[src/uart_consts.svh]
// UART build constants
`ifndef UART_CONSTS_SVH
`define UART_CONSTS_SVH

////////////////////////////////////////
// Bus side
////////////////////////////////////////

// Width of the system bus data word in bits
`define UART_XLEN 32

////////////////////////////////////////
// Serial side
////////////////////////////////////////

// Number of bytes held by each of the transmit and receive FIFOs
`define UART_FIFO_DEPTH 4

// Baud ticks per serial bit, as in the 16550 16x clock
`define UART_OVERSAMPLE 16

`endif
[src/uartBusPkg.sv]
// UART bus-side types
`include "uart_consts.svh"

package uartBusPkg;

  // Byte address of a register inside the UART window
  typedef logic [2:0] busAddr_t;

  // One word on the system bus
  // The UART replicates its byte over every lane of this word
  typedef logic [`UART_XLEN-1:0] busWord_t;

endpackage

[src/uartLinePkg.sv]
// UART serial-line types
`include "uart_consts.svh"

package uartLinePkg;

  // Data byte on the line, also the width of every register
  typedef logic [7:0] uartByte_t;

  // Baud divisor made of the DLM and DLL bytes
  typedef logic [15:0] divisor_t;

  // Position of the current baud tick inside one serial bit
  typedef logic [3:0] tickCount_t;

  // Index of the data bit being shifted, LSB first
  typedef logic [2:0] bitIndex_t;

  // FIFO occupancy, one wider than needed for the pointers so a full FIFO fits
  typedef logic [$clog2(`UART_FIFO_DEPTH + 1)-1:0] fifoLevel_t;

  // Frame phases of the serializer and the deserializer
  typedef enum logic [1:0] {stTxIdle, stTxStart, stTxData, stTxStop} txState_e;
  typedef enum logic [1:0] {stRxIdle, stRxStart, stRxData, stRxStop} rxState_e;

endpackage

[src/uartRegIf.sv]
// UART register access interface
`timescale 1ns/100ps

interface uartRegIf;
  import uartBusPkg::*;
  import uartLinePkg::*;

  // One-cycle strobes of the data phase
  logic rd;
  logic wr;

  // Registered byte address of the access
  busAddr_t addr;

  // Byte taken from the selected lane of the write data
  uartByte_t wdata;

  // Register contents at addr, valid in the same cycle
  uartByte_t rdata;

  // The bridge turns bus transfers into register strobes
  modport bridge (output rd, wr, addr, wdata, input rdata);

  // The core decodes the strobes and answers with read data
  modport core (input rd, wr, addr, wdata, output rdata);

endinterface

[src/uartBusBridge.sv]
// UART bus bridge
`timescale 1ns/100ps
`include "uart_consts.svh"

module uartBusBridge (
  input  logic                 HCLK,
  input  logic                 rstN,
  input  logic                 HSELUART,
  input  logic                 HWRITE,
  input  uartBusPkg::busAddr_t HADDR,
  input  uartBusPkg::busWord_t HWDATA,
  output uartBusPkg::busWord_t HREADUART,
  uartRegIf.bridge             regs
);

  // Number of byte lanes in a bus word and the address bits that pick one
  localparam int laneCount = `UART_XLEN / 8;
  localparam int laneBits = $clog2(laneCount);

  logic [laneBits-1:0] laneSel;

  ////////////////////////////////////////
  // Address phase
  ////////////////////////////////////////

  // The address phase is captured here so the data phase sees stable strobes
  // A read and a write never overlap because HWRITE picks one of them
  always_ff @(posedge HCLK or negedge rstN) begin
    if (!rstN) begin
      regs.rd <= 1'b0;
      regs.wr <= 1'b0;
      regs.addr <= '0;
    end else begin
      regs.rd <= HSELUART & ~HWRITE;
      regs.wr <= HSELUART & HWRITE;
      regs.addr <= HADDR;
    end
  end

  ////////////////////////////////////////
  // Data phase
  ////////////////////////////////////////

  // The low address bits name the lane that carries the byte
  assign laneSel = regs.addr[laneBits-1:0];

  // Write data arrives in the lane of its byte address
  assign regs.wdata = HWDATA[8 * laneSel +: 8];

  // Read data goes out on every lane, so any lane the master looks at is right
  assign HREADUART = {laneCount{regs.rdata}};

endmodule

[src/uartCore.sv]
// UART register core
`timescale 1ns/100ps

module uartCore (
  input  logic     HCLK,
  input  logic     rstN,
  uartRegIf.core   regs,
  input  logic     SIN,
  output logic     SOUT,
  output logic     INTR,
  output logic     TXRDYb,
  output logic     RXRDYb
);
  import uartBusPkg::*;
  import uartLinePkg::*;

  // Register byte addresses
  localparam busAddr_t addrData = 3'd0;
  localparam busAddr_t addrIer = 3'd1;
  localparam busAddr_t addrIir = 3'd2;
  localparam busAddr_t addrLcr = 3'd3;
  localparam busAddr_t addrLsr = 3'd5;
  localparam busAddr_t addrScr = 3'd7;

  divisor_t divisor;
  divisor_t divCount;
  logic [1:0] ier;
  uartByte_t lcr;
  uartByte_t scr;
  uartByte_t txData;
  uartByte_t rxData;
  uartByte_t rxByte;
  uartByte_t lsr;
  uartByte_t iir;
  logic dlab;
  logic tick;
  logic txPush;
  logic txTake;
  logic txFull;
  logic txEmpty;
  logic txIdle;
  logic rxPop;
  logic rxValid;
  logic rxFrameError;
  logic rxFull;
  logic rxEmpty;
  logic lsrRead;
  logic overrun;
  logic frameErr;
  logic rxInt;
  logic txInt;

  // Divisor latch access bit swaps addresses 0 and 1 over to the divisor
  assign dlab = lcr[7];

  // THR writes and RBR reads only touch the FIFOs while DLAB is clear
  assign txPush = regs.wr && (regs.addr == addrData) && !dlab;
  assign rxPop = regs.rd && (regs.addr == addrData) && !dlab && !rxEmpty;
  assign lsrRead = regs.rd && (regs.addr == addrLsr);

  ////////////////////////////////////////
  // Register writes
  ////////////////////////////////////////

  always_ff @(posedge HCLK or negedge rstN) begin
    if (!rstN) begin
      divisor <= divisor_t'(1);
      ier <= '0;
      lcr <= '0;
      scr <= '0;
    end else if (regs.wr) begin
      case (regs.addr)
        addrData: if (dlab) divisor[7:0] <= regs.wdata;
        addrIer: begin
          if (dlab) divisor[15:8] <= regs.wdata;
          else ier <= regs.wdata[1:0];
        end
        addrLcr: lcr <= regs.wdata;
        addrScr: scr <= regs.wdata;
        default: ;
      endcase
    end
  end

  // Sticky line errors, cleared by an LSR read unless a new one lands in that cycle
  always_ff @(posedge HCLK or negedge rstN) begin
    if (!rstN) begin
      overrun <= 1'b0;
      frameErr <= 1'b0;
    end else begin
      if (lsrRead) begin
        overrun <= 1'b0;
        frameErr <= 1'b0;
      end
      // A byte that finds the FIFO full with no pop in flight is lost
      if (rxValid && rxFull && !rxPop) overrun <= 1'b1;
      if (rxValid && rxFrameError) frameErr <= 1'b1;
    end
  end

  ////////////////////////////////////////
  // Baud tick
  ////////////////////////////////////////

  // One tick every divisor cycles; a zero divisor behaves like 1
  assign tick = (divCount + divisor_t'(1)) >= divisor;

  always_ff @(posedge HCLK or negedge rstN) begin
    if (!rstN) divCount <= '0;
    else divCount <= tick ? '0 : divCount + 1'b1;
  end

  ////////////////////////////////////////
  // Status and read data
  ////////////////////////////////////////

  // TEMT needs the shifter idle as well as an empty FIFO
  assign lsr = {1'b0, txEmpty & txIdle, txEmpty, 1'b0, frameErr, 1'b0, overrun, !rxEmpty};

  // Receive data outranks transmit empty in IIR
  assign rxInt = ier[0] && !rxEmpty;
  assign txInt = ier[1] && txEmpty;
  assign iir = rxInt ? 8'h04 : (txInt ? 8'h02 : 8'h01);
  assign INTR = rxInt | txInt;

  // 16550-style DMA ready pins, active low
  assign TXRDYb = txFull;
  assign RXRDYb = rxEmpty;

  always_comb begin
    case (regs.addr)
      addrData: regs.rdata = dlab ? divisor[7:0] : rxData;
      addrIer: regs.rdata = dlab ? divisor[15:8] : {6'b0, ier};
      addrIir: regs.rdata = iir;
      addrLcr: regs.rdata = lcr;
      addrLsr: regs.rdata = lsr;
      addrScr: regs.rdata = scr;
      default: regs.rdata = '0;
    endcase
  end

  ////////////////////////////////////////
  // Datapath
  ////////////////////////////////////////

  // Transmit FIFO drops a THR write when full
  uartFifo i_txFifo (.HCLK, .rstN, .push(txPush), .pushData(regs.wdata), .pop(txTake),
                     .popData(txData), .full(txFull), .empty(txEmpty), .level());

  uartFifo i_rxFifo (.HCLK, .rstN, .push(rxValid), .pushData(rxByte), .pop(rxPop),
                     .popData(rxData), .full(rxFull), .empty(rxEmpty), .level());

  uartTx i_uartTx (.HCLK, .rstN, .tick, .dataValid(!txEmpty), .data(txData),
                   .take(txTake), .idle(txIdle), .SOUT);

  uartRx i_uartRx (.HCLK, .rstN, .tick, .SIN, .valid(rxValid), .data(rxByte),
                   .frameError(rxFrameError));

endmodule

[src/uartFifo.sv]
// UART byte FIFO
`timescale 1ns/100ps
`include "uart_consts.svh"

module uartFifo #(
  parameter int DEPTH = `UART_FIFO_DEPTH
) (
  input  logic                     HCLK,
  input  logic                     rstN,
  input  logic                     push,
  input  uartLinePkg::uartByte_t   pushData,
  input  logic                     pop,
  output uartLinePkg::uartByte_t   popData,
  output logic                     full,
  output logic                     empty,
  output uartLinePkg::fifoLevel_t  level
);
  import uartLinePkg::*;

  localparam int ptrBits = (DEPTH > 1) ? $clog2(DEPTH) : 1;

  uartByte_t mem [DEPTH];
  logic [ptrBits-1:0] wrPtr;
  logic [ptrBits-1:0] rdPtr;
  logic doPush;
  logic doPop;

  assign empty = (level == '0);
  assign full = (level == fifoLevel_t'(DEPTH));

  // A pop frees the slot a push into a full FIFO needs in the same cycle
  assign doPop = pop && !empty;
  assign doPush = push && (!full || doPop);

  // Head of the queue is visible without a pop, as RBR needs
  assign popData = mem[rdPtr];

  always_ff @(posedge HCLK) begin
    if (doPush) mem[wrPtr] <= pushData;
  end

  always_ff @(posedge HCLK or negedge rstN) begin
    if (!rstN) begin
      wrPtr <= '0;
      rdPtr <= '0;
      level <= '0;
    end else begin
      // Pointers wrap by compare so a depth that is not a power of two works
      if (doPush) wrPtr <= (wrPtr == ptrBits'(DEPTH - 1)) ? '0 : wrPtr + 1'b1;
      if (doPop) rdPtr <= (rdPtr == ptrBits'(DEPTH - 1)) ? '0 : rdPtr + 1'b1;
      if (doPush && !doPop) level <= level + 1'b1;
      else if (doPop && !doPush) level <= level - 1'b1;
    end
  end

endmodule

[src/uartRx.sv]
// UART 8N1 receiver
`timescale 1ns/100ps
`include "uart_consts.svh"

module uartRx (
  input  logic                   HCLK,
  input  logic                   rstN,
  input  logic                   tick,
  input  logic                   SIN,
  output logic                   valid,
  output uartLinePkg::uartByte_t data,
  output logic                   frameError
);
  import uartLinePkg::*;

  // Start bit is checked half a bit in, every later bit a full bit after that
  localparam tickCount_t midTick = tickCount_t'(`UART_OVERSAMPLE / 2 - 1);
  localparam tickCount_t lastTick = tickCount_t'(`UART_OVERSAMPLE - 1);

  rxState_e state;
  tickCount_t tickCnt;
  bitIndex_t bitIdx;
  uartByte_t shiftReg;
  logic sinMeta;
  logic sinSync;
  logic sinLast;
  logic atMid;
  logic atEnd;

  // SIN is asynchronous to HCLK, two flops before anything looks at it
  // They reset high to match an idle line
  // The third flop keeps the previous level so a high-to-low change can be seen
  always_ff @(posedge HCLK or negedge rstN) begin
    if (!rstN) begin
      sinMeta <= 1'b1;
      sinSync <= 1'b1;
      sinLast <= 1'b1;
    end else begin
      sinMeta <= SIN;
      sinSync <= sinMeta;
      sinLast <= sinSync;
    end
  end

  assign atMid = tick && (tickCnt == midTick);
  assign atEnd = tick && (tickCnt == lastTick);

  // The byte is handed over at the middle of the stop bit
  // A low stop bit is reported but the byte is still delivered
  assign valid = (state == stRxStop) && atEnd;
  assign frameError = valid && !sinSync;
  assign data = shiftReg;

  always_ff @(posedge HCLK or negedge rstN) begin
    if (!rstN) begin
      state <= stRxIdle;
      tickCnt <= '0;
      bitIdx <= '0;
    end else if (state == stRxIdle) begin
      tickCnt <= '0;
      // Falling edge of the line may be a start bit
      // A line still low after a bad stop bit does not start a new frame
      if (sinLast && !sinSync) state <= stRxStart;
    end else if (tick) begin
      case (state)
        stRxStart: begin
          if (atMid) begin
            tickCnt <= '0;
            bitIdx <= '0;
            // A line back high by mid-bit was only a glitch
            state <= sinSync ? stRxIdle : stRxData;
          end else begin
            tickCnt <= tickCnt + 1'b1;
          end
        end
        stRxData: begin
          if (atEnd) begin
            tickCnt <= '0;
            if (bitIdx == '1) state <= stRxStop;
            bitIdx <= bitIdx + 1'b1;
          end else begin
            tickCnt <= tickCnt + 1'b1;
          end
        end
        default: begin
          if (atEnd) state <= stRxIdle;
          else tickCnt <= tickCnt + 1'b1;
        end
      endcase
    end
  end

  // Bits arrive LSB first, so each one enters at the top
  always_ff @(posedge HCLK) begin
    if ((state == stRxData) && atEnd) shiftReg <= {sinSync, shiftReg[7:1]};
  end

endmodule

[src/uartTop.sv]
// UART top level
`timescale 1ns/100ps

module uartTop (
  input  logic                 HCLK,
  input  logic                 rstN,
  input  logic                 HSELUART,
  input  uartBusPkg::busAddr_t HADDR,
  input  logic                 HWRITE,
  input  uartBusPkg::busWord_t HWDATA,
  output uartBusPkg::busWord_t HREADUART,
  input  logic                 SIN,
  output logic                 SOUT,
  output logic                 INTR,
  output logic                 TXRDYb,
  output logic                 RXRDYb
);

  // Byte-wide register accesses between the bus side and the core
  uartRegIf regs ();

  // Address and data phases become register strobes here
  uartBusBridge i_uartBusBridge (
    .HCLK,
    .rstN,
    .HSELUART,
    .HWRITE,
    .HADDR,
    .HWDATA,
    .HREADUART,
    .regs(regs.bridge)
  );

  // Registers, FIFOs and the serial line
  uartCore i_uartCore (
    .HCLK,
    .rstN,
    .regs(regs.core),
    .SIN,
    .SOUT,
    .INTR,
    .TXRDYb,
    .RXRDYb
  );

endmodule

[src/uartTx.sv]
// UART 8N1 transmitter
`timescale 1ns/100ps
`include "uart_consts.svh"

module uartTx (
  input  logic                   HCLK,
  input  logic                   rstN,
  input  logic                   tick,
  input  logic                   dataValid,
  input  uartLinePkg::uartByte_t data,
  output logic                   take,
  output logic                   idle,
  output logic                   SOUT
);
  import uartLinePkg::*;

  localparam tickCount_t lastTick = tickCount_t'(`UART_OVERSAMPLE - 1);

  txState_e state;
  tickCount_t tickCnt;
  bitIndex_t bitIdx;
  uartByte_t shiftReg;
  logic bitDone;

  // A byte is accepted in the one idle cycle where the FIFO has something
  assign idle = (state == stTxIdle);
  assign take = idle && dataValid;

  // Last tick of the current bit period
  assign bitDone = tick && (tickCnt == lastTick);

  always_ff @(posedge HCLK or negedge rstN) begin
    if (!rstN) begin
      state <= stTxIdle;
      tickCnt <= '0;
      bitIdx <= '0;
    end else if (idle) begin
      tickCnt <= '0;
      if (take) state <= stTxStart;
    end else if (tick) begin
      tickCnt <= bitDone ? '0 : tickCnt + 1'b1;
      if (bitDone) begin
        case (state)
          stTxStart: begin
            state <= stTxData;
            bitIdx <= '0;
          end
          stTxData: begin
            if (bitIdx == '1) state <= stTxStop;
            bitIdx <= bitIdx + 1'b1;
          end
          default: state <= stTxIdle;
        endcase
      end
    end
  end

  // Data leaves LSB first
  always_ff @(posedge HCLK) begin
    if (take) shiftReg <= data;
    else if ((state == stTxData) && bitDone) shiftReg <= shiftReg >> 1;
  end

  // Line idles high, start bit low, stop bit high
  always_comb begin
    case (state)
      stTxStart: SOUT = 1'b0;
      stTxData: SOUT = shiftReg[0];
      default: SOUT = 1'b1;
    endcase
  end

endmodule

[config.mk]
export PLATFORM = sky130hd
export DESIGN_NAME = uartTop
export DESIGN_NICKNAME = d
export VERILOG_FILES = /design/src/uartBusPkg.sv /design/src/uartLinePkg.sv /design/src/uartRegIf.sv /design/src/uartBusBridge.sv /design/src/uartCore.sv /design/src/uartFifo.sv /design/src/uartRx.sv /design/src/uartTop.sv /design/src/uartTx.sv
export VERILOG_INCLUDE_DIRS = /design/src
export SDC_FILE = /design/constraint.sdc
export NUM_CORES = 1
export LEC_CHECK = 0
export ABC_AREA = 1
export BUFFER_PORTS_ARGS = -buffer_cell sky130_fd_sc_hd__buf_2
export CAP_MARGIN = 10
export CORE_MARGIN = 2
export CORE_UTILIZATION = 50
export DETAILED_ROUTE_END_ITERATION = 16
export PLACE_DENSITY = 0.69
export SYNTH_ARGS = -nofsm -noshare
export SYNTH_HDL_FRONTEND = slang
export SYNTH_SLANG_ARGS = --single-unit
[constraint.sdc]
create_clock -name HCLK -period 5.63 [get_ports HCLK]
set_input_delay 0.563 -clock HCLK [delete_from_list [all_inputs] [get_ports HCLK]]
set_output_delay 0.563 -clock HCLK [all_outputs]
set_load 0.01 [all_outputs]
# Word level (Yosys, flattened, before mapping)
# Memory sizes are Yosys's and may differ from the RTL's.
# Index checks and enable logic that the tools add are counted.
[totals] register_bits=108 mem_bits_rw=64 in_bits=40 output_inout_bits=36 wordCells=202 n_memories=2
[memory_table] memory="i_uartCore.i_rxFifo.mem" words=4 word_bits=8 read_ports=1 rd_clocked_by_memory_dff=0 wr=1 line="uartFifo.sv:22" source="uartByte_t mem [DEPTH];"
[memory_table] memory="i_uartCore.i_txFifo.mem" words=4 word_bits=8 read_ports=1 rd_clocked_by_memory_dff=0 wr=1 line="uartFifo.sv:22"
[op_classes] addsub=13 magnitude_cmp=1 n_eq_ne=30 shifts=1 n_mux=52 bitwise_logic=8 reduce_logical=67
[ops] op="case mux 8 bit (6 select lines)" n=1
[ops] op="two-way mux 8 bit" n=5
[ops] op="two-way mux 2 bit" n=18
[ops] op="two-way mux 4 bit" n=8
[ops] op="variable part select 32 x 6 -> 8 bit" n=1
[ops] op="logical AND 1 bit" n=28
[ops] op="nonzero test 2 bit" n=10
[ops] op="== test 3 bit (second input constant)" n=6
[ops] op="two-way mux 3 bit" n=6
[ops] op="adder 16 x 1 -> 16 bit (second input constant)" n=1
[ops] op=">= comparator 16 bit" n=1
[ops] op="two-way mux 16 bit" n=1
[ops] op="== test 2 bit (second input constant)" n=7
[ops] op="adder 3 x 1 -> 3 bit (second input constant)" n=4
[ops] op="inequality test 3 bit (second input constant)" n=4
[ops] op="case mux 3 bit (2 select lines)" n=2
[ops] op="zero test 1 bit" n=11
[ops] op="zero test 3 bit" n=3
[ops] op="AND reduction 3 bit" n=3
[ops] op="adder 2 x 1 -> 2 bit (second input constant)" n=4
[ops] op="adder 4 x 1 -> 4 bit (second input constant)" n=2
[ops] op="== test 4 bit (second input constant)" n=2
[ops] op="case mux 2 bit (2 select lines)" n=2
[ops] op="case mux 4 bit (2 select lines)" n=1
[ops] op="20 further kinds" n=41

# Logic depth before layout (Yosys ltp)
# Gate-level depths: netlist of run 1.
[logic_depth] word_depth=11 mapped_depth=27 mapped_depth_nobuf=27

# Hierarchy
# A second synthesis of run 1 with hierarchy kept.
[hier_totals] hier_cells=1077 hier_area_um2=9437.8
[modules_own_cells] mod="uartFifo" instances=2 cells_per_inst=154 area_per_inst_um2=1813.0 seq_area_each_um2=1136.1
[modules_own_cells] mod="uartCore" instances=1 cells_per_inst=420 area_per_inst_um2=3086.7 seq_area_each_um2=1302.5
[modules_own_cells] mod="uartRx" instances=1 cells_per_inst=117 area_per_inst_um2=1076.0 seq_area_each_um2=544.3
[modules_own_cells] mod="uartTx" instances=1 cells_per_inst=97 area_per_inst_um2=873.3 seq_area_each_um2=465.4
[modules_own_cells] mod="uartBusBridge" instances=1 cells_per_inst=135 area_per_inst_um2=775.7 seq_area_each_um2=125.1

# Worst setup path after synthesis of run 1
# No wires, ideal clock.
[synth_timing] kind="reg2reg" start="register i_uartCore.divCount[0]" end="register i_uartCore.i_rxFifo.level[2]" setup_ns=0.131 arrival_time_ns=3.621 required_ns=5.499 path_slack_ns=1.878 path_stages_with_launch=27 synth_period_minus_slack_ns=3.752 path_cell_list="dfrtp_1 > ha_1 > nand2_1 > nor2_4 > nand4_2 > or2_4 > nor2_4 > inv_2 > nor2_4 > nand2_1 > xor2_1 > inv_1 > ha_1 > nand2_1 > nor3_1 > nand2_1 > nand2_2 > nand2_1 > nor2_2 > nand2_4 > clkinv_4 > ha_1 > inv_1 > fa_1 > a21oi_1 > o21ai_0 > xor2_1"
[synth_between] elab_chain_len=8 elab_cells_between_ends=10 classes_between="1 x add/sub; 1 x order compare; 1 x mux; 7 x reduce/logical"
[synth_rtl] item="start: declaration" line="uartCore.sv:26" source="divisor_t divCount;"
[synth_rtl] item="start signal: assignment" line="uartCore.sv:110" source="else divCount <= tick ? '0 : divCount + 1'b1;"
[synth_rtl] item="adder 16 x 1 -> 16 bit (*)" line="uartCore.sv:106" source="assign tick = (divCount + divisor_t'(1)) >= divisor;"
[synth_rtl] item=">= comparator 16 bit (*)" line="uartCore.sv:106"
[synth_rtl] item="logical AND 1 bit (*)" line="uartRx.sv:46" source="assign atEnd = tick && (tickCnt == lastTick);"
[synth_rtl] item="logical AND 1 bit (*)" line="uartRx.sv:50" source="assign valid = (state == stRxStop) && atEnd;"
[synth_rtl] item="logical AND 1 bit (*)" line="uartFifo.sv:33" source="assign doPush = push && (!full || doPop);"
[synth_rtl] item="net i_uartCore.i_rxFifo.doPush" line="uartFifo.sv:25" source="logic doPush;"
[synth_rtl] item="zero test 1 bit" line="uartFifo.sv:52" source="else if (doPop && !doPush) level <= level - 1'b1;"
[synth_rtl] item="logical AND 1 bit" line="uartFifo.sv:52"
[synth_rtl] item="nonzero test 2 bit (no line)"
[synth_rtl] item="end signal: assignment" line="uartFifo.sv:51" source="if (doPush && !doPop) level <= level + 1'b1;"
[synth_rtl] item="end signal: assignment" line="uartFifo.sv:52"
[synth_rtl] item="end: declaration" line="uartFifo.sv:16" source="output uartLinePkg::fifoLevel_t level"
# Mark *: on every way through the listed nets, which the timed path passes. The rest lies on a longest branch.
# A chain may end at the register's enable or synchronous reset.

# Final worst setup path of run 1
# Ends and elaborated chain as after synthesis.

==> flow_summary.ini, run 1 <==
[run_status]
status = completed

[finish]
syn2layout_area_growth_pct = 11.97
utilization_pct = 56.67
num-nets-final = 1039
layout.cell_area.non_filler_sq_um = 9701
n_fill_cell = 1496
drive_gt1_share_pct = 16.84
finish.cell_count_without_fillers = 1193
n_diodes = 0

[placement]
port_buffers = 75
gp_congestion = 0.8110
dp_hpwl_mm = 12.69
dpl-instance-area_sq_um = 9074
dpl.cell_count = 1161

[sta]
rsz_0062_raised_after_global_routing = false
timing.max_slew.rel_slack_pct = 39.66
setup_total_negative_slack_ps = 0
final_hold_viol_count = 0
clock.fmax_mhz = 250.7
setup_viol_count_final = 0
min_period_ps = 3989
timing.final.crit_share_pct = 70.86
tightest_slew_ps = 905.1
worst_case_clock_skew_ps = 8.477
final_max_slew_viol_count = 0

[clock_network]
cts.repair_timing.setup_buffer_count = 0
cts_tree = yes
cts.htree.levels = 4
insertion_delay_ps = 430
cts_resized = 0
number_of_clock_sinks_seen_by_cts = 172
root_buffer = sky130_fd_sc_hd__clkbuf_16
hold_buffers = 0
tritoncts.num_buffers = 17
cts.reportedPaths.clkPinSlew_ps = 70
ctsLongestPathBuffers = 2

[floorplanning]
floorplan.rows = 48
fp.dieH_um = 135.6
core_region_sq_um = 17120
chipWidth_um = 135.6
die_area_sq_um = 18400
initial_utilization_pct = 50.61
top_level_ports = 76

[logic_synthesis]
synthCells = 901
synth.avg_cell_area_sq_um = 9.615
post-synth-top-area-fraction_pct = 27.73
synth_area_leaders = sky130_fd_sc_hd__edfxtp_1 28%, sky130_fd_sc_hd__dfrtp_1 25%, sky130_fd_sc_hd__nand2_1 6.2%, sky130_fd_sc_hd__ha_1 6.1%, sky130_fd_sc_hd__nor2_1 5.4%
syn_area_sq_um = 8663
ys_async_sr_fraction_pct = 53.49
synth.largest_area_cell = sky130_fd_sc_hd__edfxtp_1
synth_cell_types = 51
synth_enable_flop_cells = 80
syn-num-nets = 985
ys_warn_count = 0
yosysSeqAreaShare_pct = 54.36
synth_seq_cells = 172
prevailing_post_synth_register_cell = sky130_fd_sc_hd__dfrtp_1

[grt]
grt_pass1_vias = 5915
grt_util_all_layers_pct = 20.75
grt_max_degree = 71
grt_pass1_wl_mm = 29.42
grt-ovfl-total = 0
antenna_found_initial = 0

[critical_path]
ff2ff_path_depth = 26
end_kind = register
critPathMaxFanout = 7
critPathArrivalTime_ps = 4300
cp-start-kind = register
reg2reg_slack_ps = 1640
regToRegEndpoint = i_uartCore.i_rxFifo.level[2]$_DFFE_PN0P_
critical_path.reg2reg.startpoint = i_uartCore.divCount[0]$_DFF_PN0_
critical-path-slowest-cell = sky130_fd_sc_hd__dfrtp_1
critPathKind = register to register
slowest_delay_ps = 390
worstPathBufferInverterCount = 4
cp_data_required_time_ps = 5940
cpMostUsedCell = sky130_fd_sc_hd__nand2_1
crit_family = simple AND/OR/NAND/NOR gates

[route]
drcViolationCount = 0
routed_via_density = 5.108
routed_length_per_placed_instance_um = 14.83
detailroute.via_count = 6094
firstDrtPassIters = 5
drt.antenna.violating_nets = 0
initialDrtViolationCount = 495
drt-total-wl_mm = 17.69

[pwr]
total_leakage_power_nw = 4.395
peakVddDrop_v = 0.0003382
pwr_density_cell_nw_per_um2 = 387.3

[hold_path]
hold_class = input port to asynchronous set/reset pin

[job]
cap_violations = 0
[cell type report]
type / instances / area [sq um] / share of cell area [%]
clock buffer: 17 / 425.4 / 4.385
timing repair buffer: 77 / 392.9 / 4.050
tap: 225 / 281.5 / 2.902
clock inverter: 15 / 201.4 / 2.077
inverter: 125 / 476.7 / 4.914
multi-input combinational: 562 / 3213 / 33.12
sequential: 172 / 4710 / 48.55
[cells by family (layout without fill, tap and decap cells)]
logic type / after synthesis / in the layout / synth area share (%)
xor+xnor: 14 / 14 / 1.415
fa+ha+maj: 44 / 44 / 6.528
flops: 172 / 172 / 54.36
buf+inv: 167 / 234 / 8.550
simple gates: 337 / 337 / 17.61
mux: 4 / 4 / 0.5199
compound gates: 163 / 163 / 11.02
[synth_stat cells (8+ instances only)]
| master | number |
|---|---|
| sky130_fd_sc_hd__a21oi_1 | 27 |
| sky130_fd_sc_hd__a22oi_1 | 16 |
| sky130_fd_sc_hd__a31oi_1 | 12 |
| sky130_fd_sc_hd__buf_4 | 25 |
| sky130_fd_sc_hd__clkbuf_1 | 11 |
| sky130_fd_sc_hd__dfrtp_1 | 88 |
| sky130_fd_sc_hd__edfxtp_1 | 80 |
| sky130_fd_sc_hd__ha_1 | 42 |
| sky130_fd_sc_hd__inv_1 | 113 |
| sky130_fd_sc_hd__inv_2 | 8 |
| sky130_fd_sc_hd__nand2_1 | 142 |
| sky130_fd_sc_hd__nand3_1 | 22 |
| sky130_fd_sc_hd__nor2_1 | 124 |
| sky130_fd_sc_hd__nor2_4 | 11 |
| sky130_fd_sc_hd__o21ai_0 | 80 |
| sky130_fd_sc_hd__o32ai_1 | 8 |
| sky130_fd_sc_hd__xor2_1 | 11 |
[power breakdown]
group          internal [W]  switching (W)
Sequential          0.00150       0.000121
Clock              0.000717       0.000520
Combinational      0.000312       0.000584
[how the worst max path moves through the flow]
stage                                           from                                        to  slack (ps)  cells after the start
floorplan           i_uartCore.divCount[0]$_DFF_PN0_  i_uartCore.i_rxFifo.level[2]$_DFFE_PN0P_        1880                     26
global placement    i_uartCore.divCount[0]$_DFF_PN0_  i_uartCore.i_rxFifo.level[2]$_DFFE_PN0P_        1670                     26
detailed placement  i_uartCore.divCount[0]$_DFF_PN0_  i_uartCore.i_rxFifo.level[2]$_DFFE_PN0P_        1590                     26
CTS                 i_uartCore.divCount[0]$_DFF_PN0_  i_uartCore.i_rxFifo.level[2]$_DFFE_PN0P_        1570                     26
global route        i_uartCore.divCount[0]$_DFF_PN0_  i_uartCore.i_rxFifo.level[2]$_DFFE_PN0P_        1140                     26
finish              i_uartCore.divCount[0]$_DFF_PN0_  i_uartCore.i_rxFifo.level[2]$_DFFE_PN0P_        1640                     26
[flip-flops by register name (all words and copies together) (netlist names), 3 cells and up]
register,cells
i_uartCore.i_rxFifo.mem,32
i_uartCore.i_uartRx.tickCnt,4
i_uartCore.scr,8
i_uartCore.i_uartTx.bitIdx,3
i_uartBusBridge.regs.addr,3
i_uartCore.i_uartRx.bitIdx,3
i_uartCore.divCount,16
i_uartCore.i_txFifo.mem,32
i_uartCore.i_rxFifo.level,3
i_uartCore.i_uartTx.tickCnt,4
i_uartCore.i_uartTx.shiftReg,8
i_uartCore.i_uartRx.data,8
i_uartCore.lcr,8
i_uartCore.i_txFifo.level,3
i_uartCore.divisor,16
[worst register-to-register path, stage by stage, from the launching register on]
cell	delay (ps)
sky130_fd_sc_hd__dfrtp_1	390
sky130_fd_sc_hd__ha_1	180
sky130_fd_sc_hd__nand2_1	100
sky130_fd_sc_hd__nor2_4	130
sky130_fd_sc_hd__nand4_2	90
sky130_fd_sc_hd__or2_4	260
sky130_fd_sc_hd__nor2_4	90
sky130_fd_sc_hd__inv_2	50
sky130_fd_sc_hd__nor2_4	90
sky130_fd_sc_hd__nand2_1	70
sky130_fd_sc_hd__xor2_1	190
sky130_fd_sc_hd__inv_1	70
sky130_fd_sc_hd__ha_1	270
sky130_fd_sc_hd__nand2_1	60
sky130_fd_sc_hd__nor3_1	170
sky130_fd_sc_hd__nand2_1	80
sky130_fd_sc_hd__nand2_2	70
sky130_fd_sc_hd__nand2_1	110
sky130_fd_sc_hd__nor2_2	240
sky130_fd_sc_hd__nand2_4	130
sky130_fd_sc_hd__clkinv_4	80
sky130_fd_sc_hd__ha_1	130
sky130_fd_sc_hd__inv_1	60
sky130_fd_sc_hd__fa_1	370
sky130_fd_sc_hd__a21oi_1	140
sky130_fd_sc_hd__o21ai_0	110
sky130_fd_sc_hd__xor2_1	150
[per-stage QoR]
| stage | setup WS (ps) | power (W) | hold slack [ps] |
|---|---|---|---|
| floorplan | 1878 | 0.002301 | 267.4 |
| global placement | 1669 | 0.002526 | 348.0 |
| detailed placement | 1589 | 0.002550 | 349.1 |
| CTS | 1572 | 0.003792 | 23.45 |
| global route | 1143 | 0.004006 | 21.29 |
| finish | 1641 | 0.003757 | 26.90 |
[routing by layer]
layer,track usage (%),part of all wire (%)
met1,27.99,45
met2,33.92,50
met3,4.415,3.8
met4,6.192,1.6
met5,0,0
[cells in the final DEF, fill, tap and decap left out, types with 3 or more instances in the layout]
cell and n:
sky130_fd_sc_hd__a21oi_1 27, sky130_fd_sc_hd__a22oi_1 16, sky130_fd_sc_hd__a31oi_1 12, sky130_fd_sc_hd__buf_2 74, sky130_fd_sc_hd__buf_4 3, sky130_fd_sc_hd__bufinv_16 3, sky130_fd_sc_hd__clkbuf_16 17, sky130_fd_sc_hd__clkinv_4 4
sky130_fd_sc_hd__dfrtp_1 88, sky130_fd_sc_hd__dfstp_2 4, sky130_fd_sc_hd__edfxtp_1 80, sky130_fd_sc_hd__ha_1 42, sky130_fd_sc_hd__inv_1 113, sky130_fd_sc_hd__inv_2 8, sky130_fd_sc_hd__inv_6 5, sky130_fd_sc_hd__inv_8 3
sky130_fd_sc_hd__mux2_2 4, sky130_fd_sc_hd__nand2_1 142, sky130_fd_sc_hd__nand2_2 5, sky130_fd_sc_hd__nand3_1 22, sky130_fd_sc_hd__nand4_1 7, sky130_fd_sc_hd__nor2_1 124, sky130_fd_sc_hd__nor2_2 6, sky130_fd_sc_hd__nor2_4 11
sky130_fd_sc_hd__nor3_1 7, sky130_fd_sc_hd__o211ai_1 6, sky130_fd_sc_hd__o21ai_0 80, sky130_fd_sc_hd__o21ai_2 4, sky130_fd_sc_hd__o22ai_1 4, sky130_fd_sc_hd__o32ai_1 8, sky130_fd_sc_hd__xnor2_1 3, sky130_fd_sc_hd__xor2_1 11
(Power assumes the default switching activity.)
==> run 2: changes to the inputs <==
--- a/config.mk
+++ b/config.mk
@@ -12,7 +12,7 @@
 export CORE_MARGIN = 2
 export CORE_UTILIZATION = 50
 export DETAILED_ROUTE_END_ITERATION = 16
-export PLACE_DENSITY = 0.69
+export PLACE_DENSITY = 0.71
 export SYNTH_ARGS = -nofsm -noshare
 export SYNTH_HDL_FRONTEND = slang
 export SYNTH_SLANG_ARGS = --single-unit
==> constraint.sdc (replaced) <==
create_clock -name HCLK -period 3.3 [get_ports HCLK]
set_input_delay 0.33 -clock HCLK [delete_from_list [all_inputs] [get_ports HCLK]]
set_output_delay 0.33 -clock HCLK [all_outputs]
set_load 0.01 [all_outputs]
==> run 2 against run 1 <==
- combinational power rose by 95%
- cell count rose by 5.2%
- maximum frequency rose by 10%
- non-clock buffer count rose by 62
- design area rose by 8.0%
- power rose by 74%
- clock skew fell by 0.63 ps
- sequential power rose by 70%
- the flow now finishes with violations (negative setup slack)
- critical endpoint unchanged
- sequential share of layout area fell by 3.6 points
==> flow_summary.ini, run 2 (same netlist as run 1, synthesis figures left out) <==
[route]
drt-total-wl_mm = 19.49
drcViolationCount = 0
initialDrtViolationCount = 407
drt.antenna.violating_nets = 0
routed_via_density = 5.151
firstDrtPassIters = 5
detailroute.via_count = 6465
routed_length_per_placed_instance_um = 15.53

[hold_path]
hold_class = input port to register
min_delay_worst_endpoint = i_uartBusBridge.regs.addr[2]$_DFF_PN0_
holdCritStartpoint = HADDR[2]
timing.hold.worst_path_depth = 1

[clock_network]
tritoncts.num_buffers = 17
insertion_delay_ps = 430
ctsLongestPathBuffers = 2
cts_tree = yes
cts.reportedPaths.clkPinSlew_ps = 70
number_of_clock_sinks_seen_by_cts = 172
root_buffer = sky130_fd_sc_hd__clkbuf_16
cts.htree.levels = 4

[sta]
final_hold_viol_count = 0
final_max_slew_viol_count = 0
finalWorstSetupSlack_ps = -327.2
timing.max_slew.rel_slack_pct = 47.18
rsz_0062_raised_after_global_routing = true
timing.final.crit_share_pct = 109.9
worst_case_clock_skew_ps = 7.850
tightest_slew_ps = 789.3
clock.fmax_mhz = 275.7
min_period_ps = 3627
setup_viol_count_final = 53

[pwr]
pwr_density_cell_nw_per_um2 = 625.8
total_leakage_power_nw = 4.777
peakVddDrop_v = 0.0005877
power_w = 0.006556

[floorplanning]
chipWidth_um = 135.6
initial_utilization_pct = 50.61
floorplan.rows = 48
die_area_sq_um = 18400
core_region_sq_um = 17120
fp.dieH_um = 135.6
top_level_ports = 76

[critical_path]
critical_path.reg2reg.startpoint = i_uartCore.divCount[0]$_DFF_PN0_
ff2ff_path_depth = 26
cpMostUsedCell = sky130_fd_sc_hd__nand2_4
reg2reg_slack_ps = -330
critPathArrivalTime_ps = 3930
end_kind = register
regToRegEndpoint = i_uartCore.i_rxFifo.level[2]$_DFFE_PN0P_
cp-start-kind = register
critical-path-slowest-cell = sky130_fd_sc_hd__dfrtp_1
slowest_delay_ps = 410
critPathMaxFanout = 3
crit_start = i_uartCore.divCount[0]$_DFF_PN0_
critPathKind = register to register
cp_data_required_time_ps = 3610

[placement]
dp_worst_setup_slack_ps = -306.3
port_buffers = 75
dp_hpwl_mm = 12.89
dpl-instance-area_sq_um = 9388
gp_congestion = 0.8612

[finish]
drive_gt1_share_pct = 25.53
num-nets-final = 1101
syn2layout_area_growth_pct = 20.91
n_diodes = 0
n_fill_cell = 1369
reg_top3 = i_uartCore.i_rxFifo.mem x32, i_uartCore.i_txFifo.mem x32
layout.cell_area.non_filler_sq_um = 10480
most-common-layout-cells = 127 x sky130_fd_sc_hd__nand2_1, 116 x sky130_fd_sc_hd__nor2_1, 110 x sky130_fd_sc_hd__inv_1, 88 x sky130_fd_sc_hd__dfrtp_1, 80 x sky130_fd_sc_hd__edfxtp_1
utilization_pct = 61.20
leading_cell_type_in_the_layout_fill_and_taps_excluded = sky130_fd_sc_hd__nand2_1

[grt]
antenna_found_initial = 0
grt-ovfl-total = 0
grt_util_all_layers_pct = 21.36
grt_max_degree = 50
grt_pass1_vias = 6125
grt_pass1_wl_mm = 30.30

[job]
cap_violations = 0

[run_status]
status = complete, but fails checks
failed_checks = negative setup slack
[run 2: cell types whose count changed in the layout (fill, tap and decap cells not counted), sizes merged]
cell and change:
dlygate4sd3 +4, inv -5, clkinv +2, clkinvlp +2, clkbuf +2, buf +57
[run 2: through the flow]
stage          hold slack, ps  std cells  setup TNS, ps
2_1_floorplan           34.41        901          -2484
3_3_place_gp            346.6       1194          -1278
4_1_cts                 5.726       1240          -1154
3_5_place_dp            347.9       1194          -2351
5_1_grt                 8.037       1255         -15520
6_report                25.93       1255          -2367
[run 2: how the worst max path moves through the flow]
stage	to	slack (ps)	cells past startpoint
floorplan	i_uartCore.i_rxFifo.level[2]$_DFFE_PN0P_	-300	26
finish	i_uartCore.i_rxFifo.level[2]$_DFFE_PN0P_	-330	26
CTS	i_uartCore.i_rxFifo.level[2]$_DFFE_PN0P_	-250	26
global route	i_uartCore.i_rxFifo.level[2]$_DFFE_PN0P_	-550	26
detailed placement	i_uartCore.i_rxFifo.level[2]$_DFFE_PN0P_	-310	26
global placement	i_uartCore.i_rxFifo.level[2]$_DFFE_PN0P_	-270	26
[run 2: worst max-delay path: cells and delay by family, from the launching register on]
family,cells,cell delay [ps]
and+or+nand+nor,14,1430
adders and majority gates,4,910
DFF,1,410
xor gates and xnor gates,2,320
buffers and inverters,4,240
AOI/OAI and AO/OA,2,210
[run 2: layer usage]
metal  up-vias  share of wire, %  GRT usage [%]
met4         0               1.5          6.887
met2       152                52          36.90
met1      3096                43          27.34
met5         -                 0              0
met3        22               3.8          3.816
li1       3195                 -              -
[run 2: what timing repair did]
item	4_1_cts	5_1_grt
endpoints found under the setup margin	52	68
gates cloned	0	1
buffers inserted	11	14
pin swaps	10	12
endpoints found under the hold margin	45	0
resized for setup	8	59
hold buffers	4	0
[run 2: power by group]
part           switching [W]  internal, W  leakage (nW)
Clock               0.000849      0.00119         0.280
Sequential          0.000197      0.00257          1.87
Combinational        0.00110     0.000652          2.62
Total                0.00214      0.00441          4.78
[run 2: final cells by class]
class	instances	area, sq um	area share, %
Multi-Input combinational cell	562	3460	33.03
Timing Repair Buffer	139	950.9	9.078
Clock inverter	14	167.7	1.601
Tap cell	225	281.5	2.688
Sequential cell	172	4710	44.96
Inverter	125	476.7	4.551
Clock buffer	18	429.2	4.097
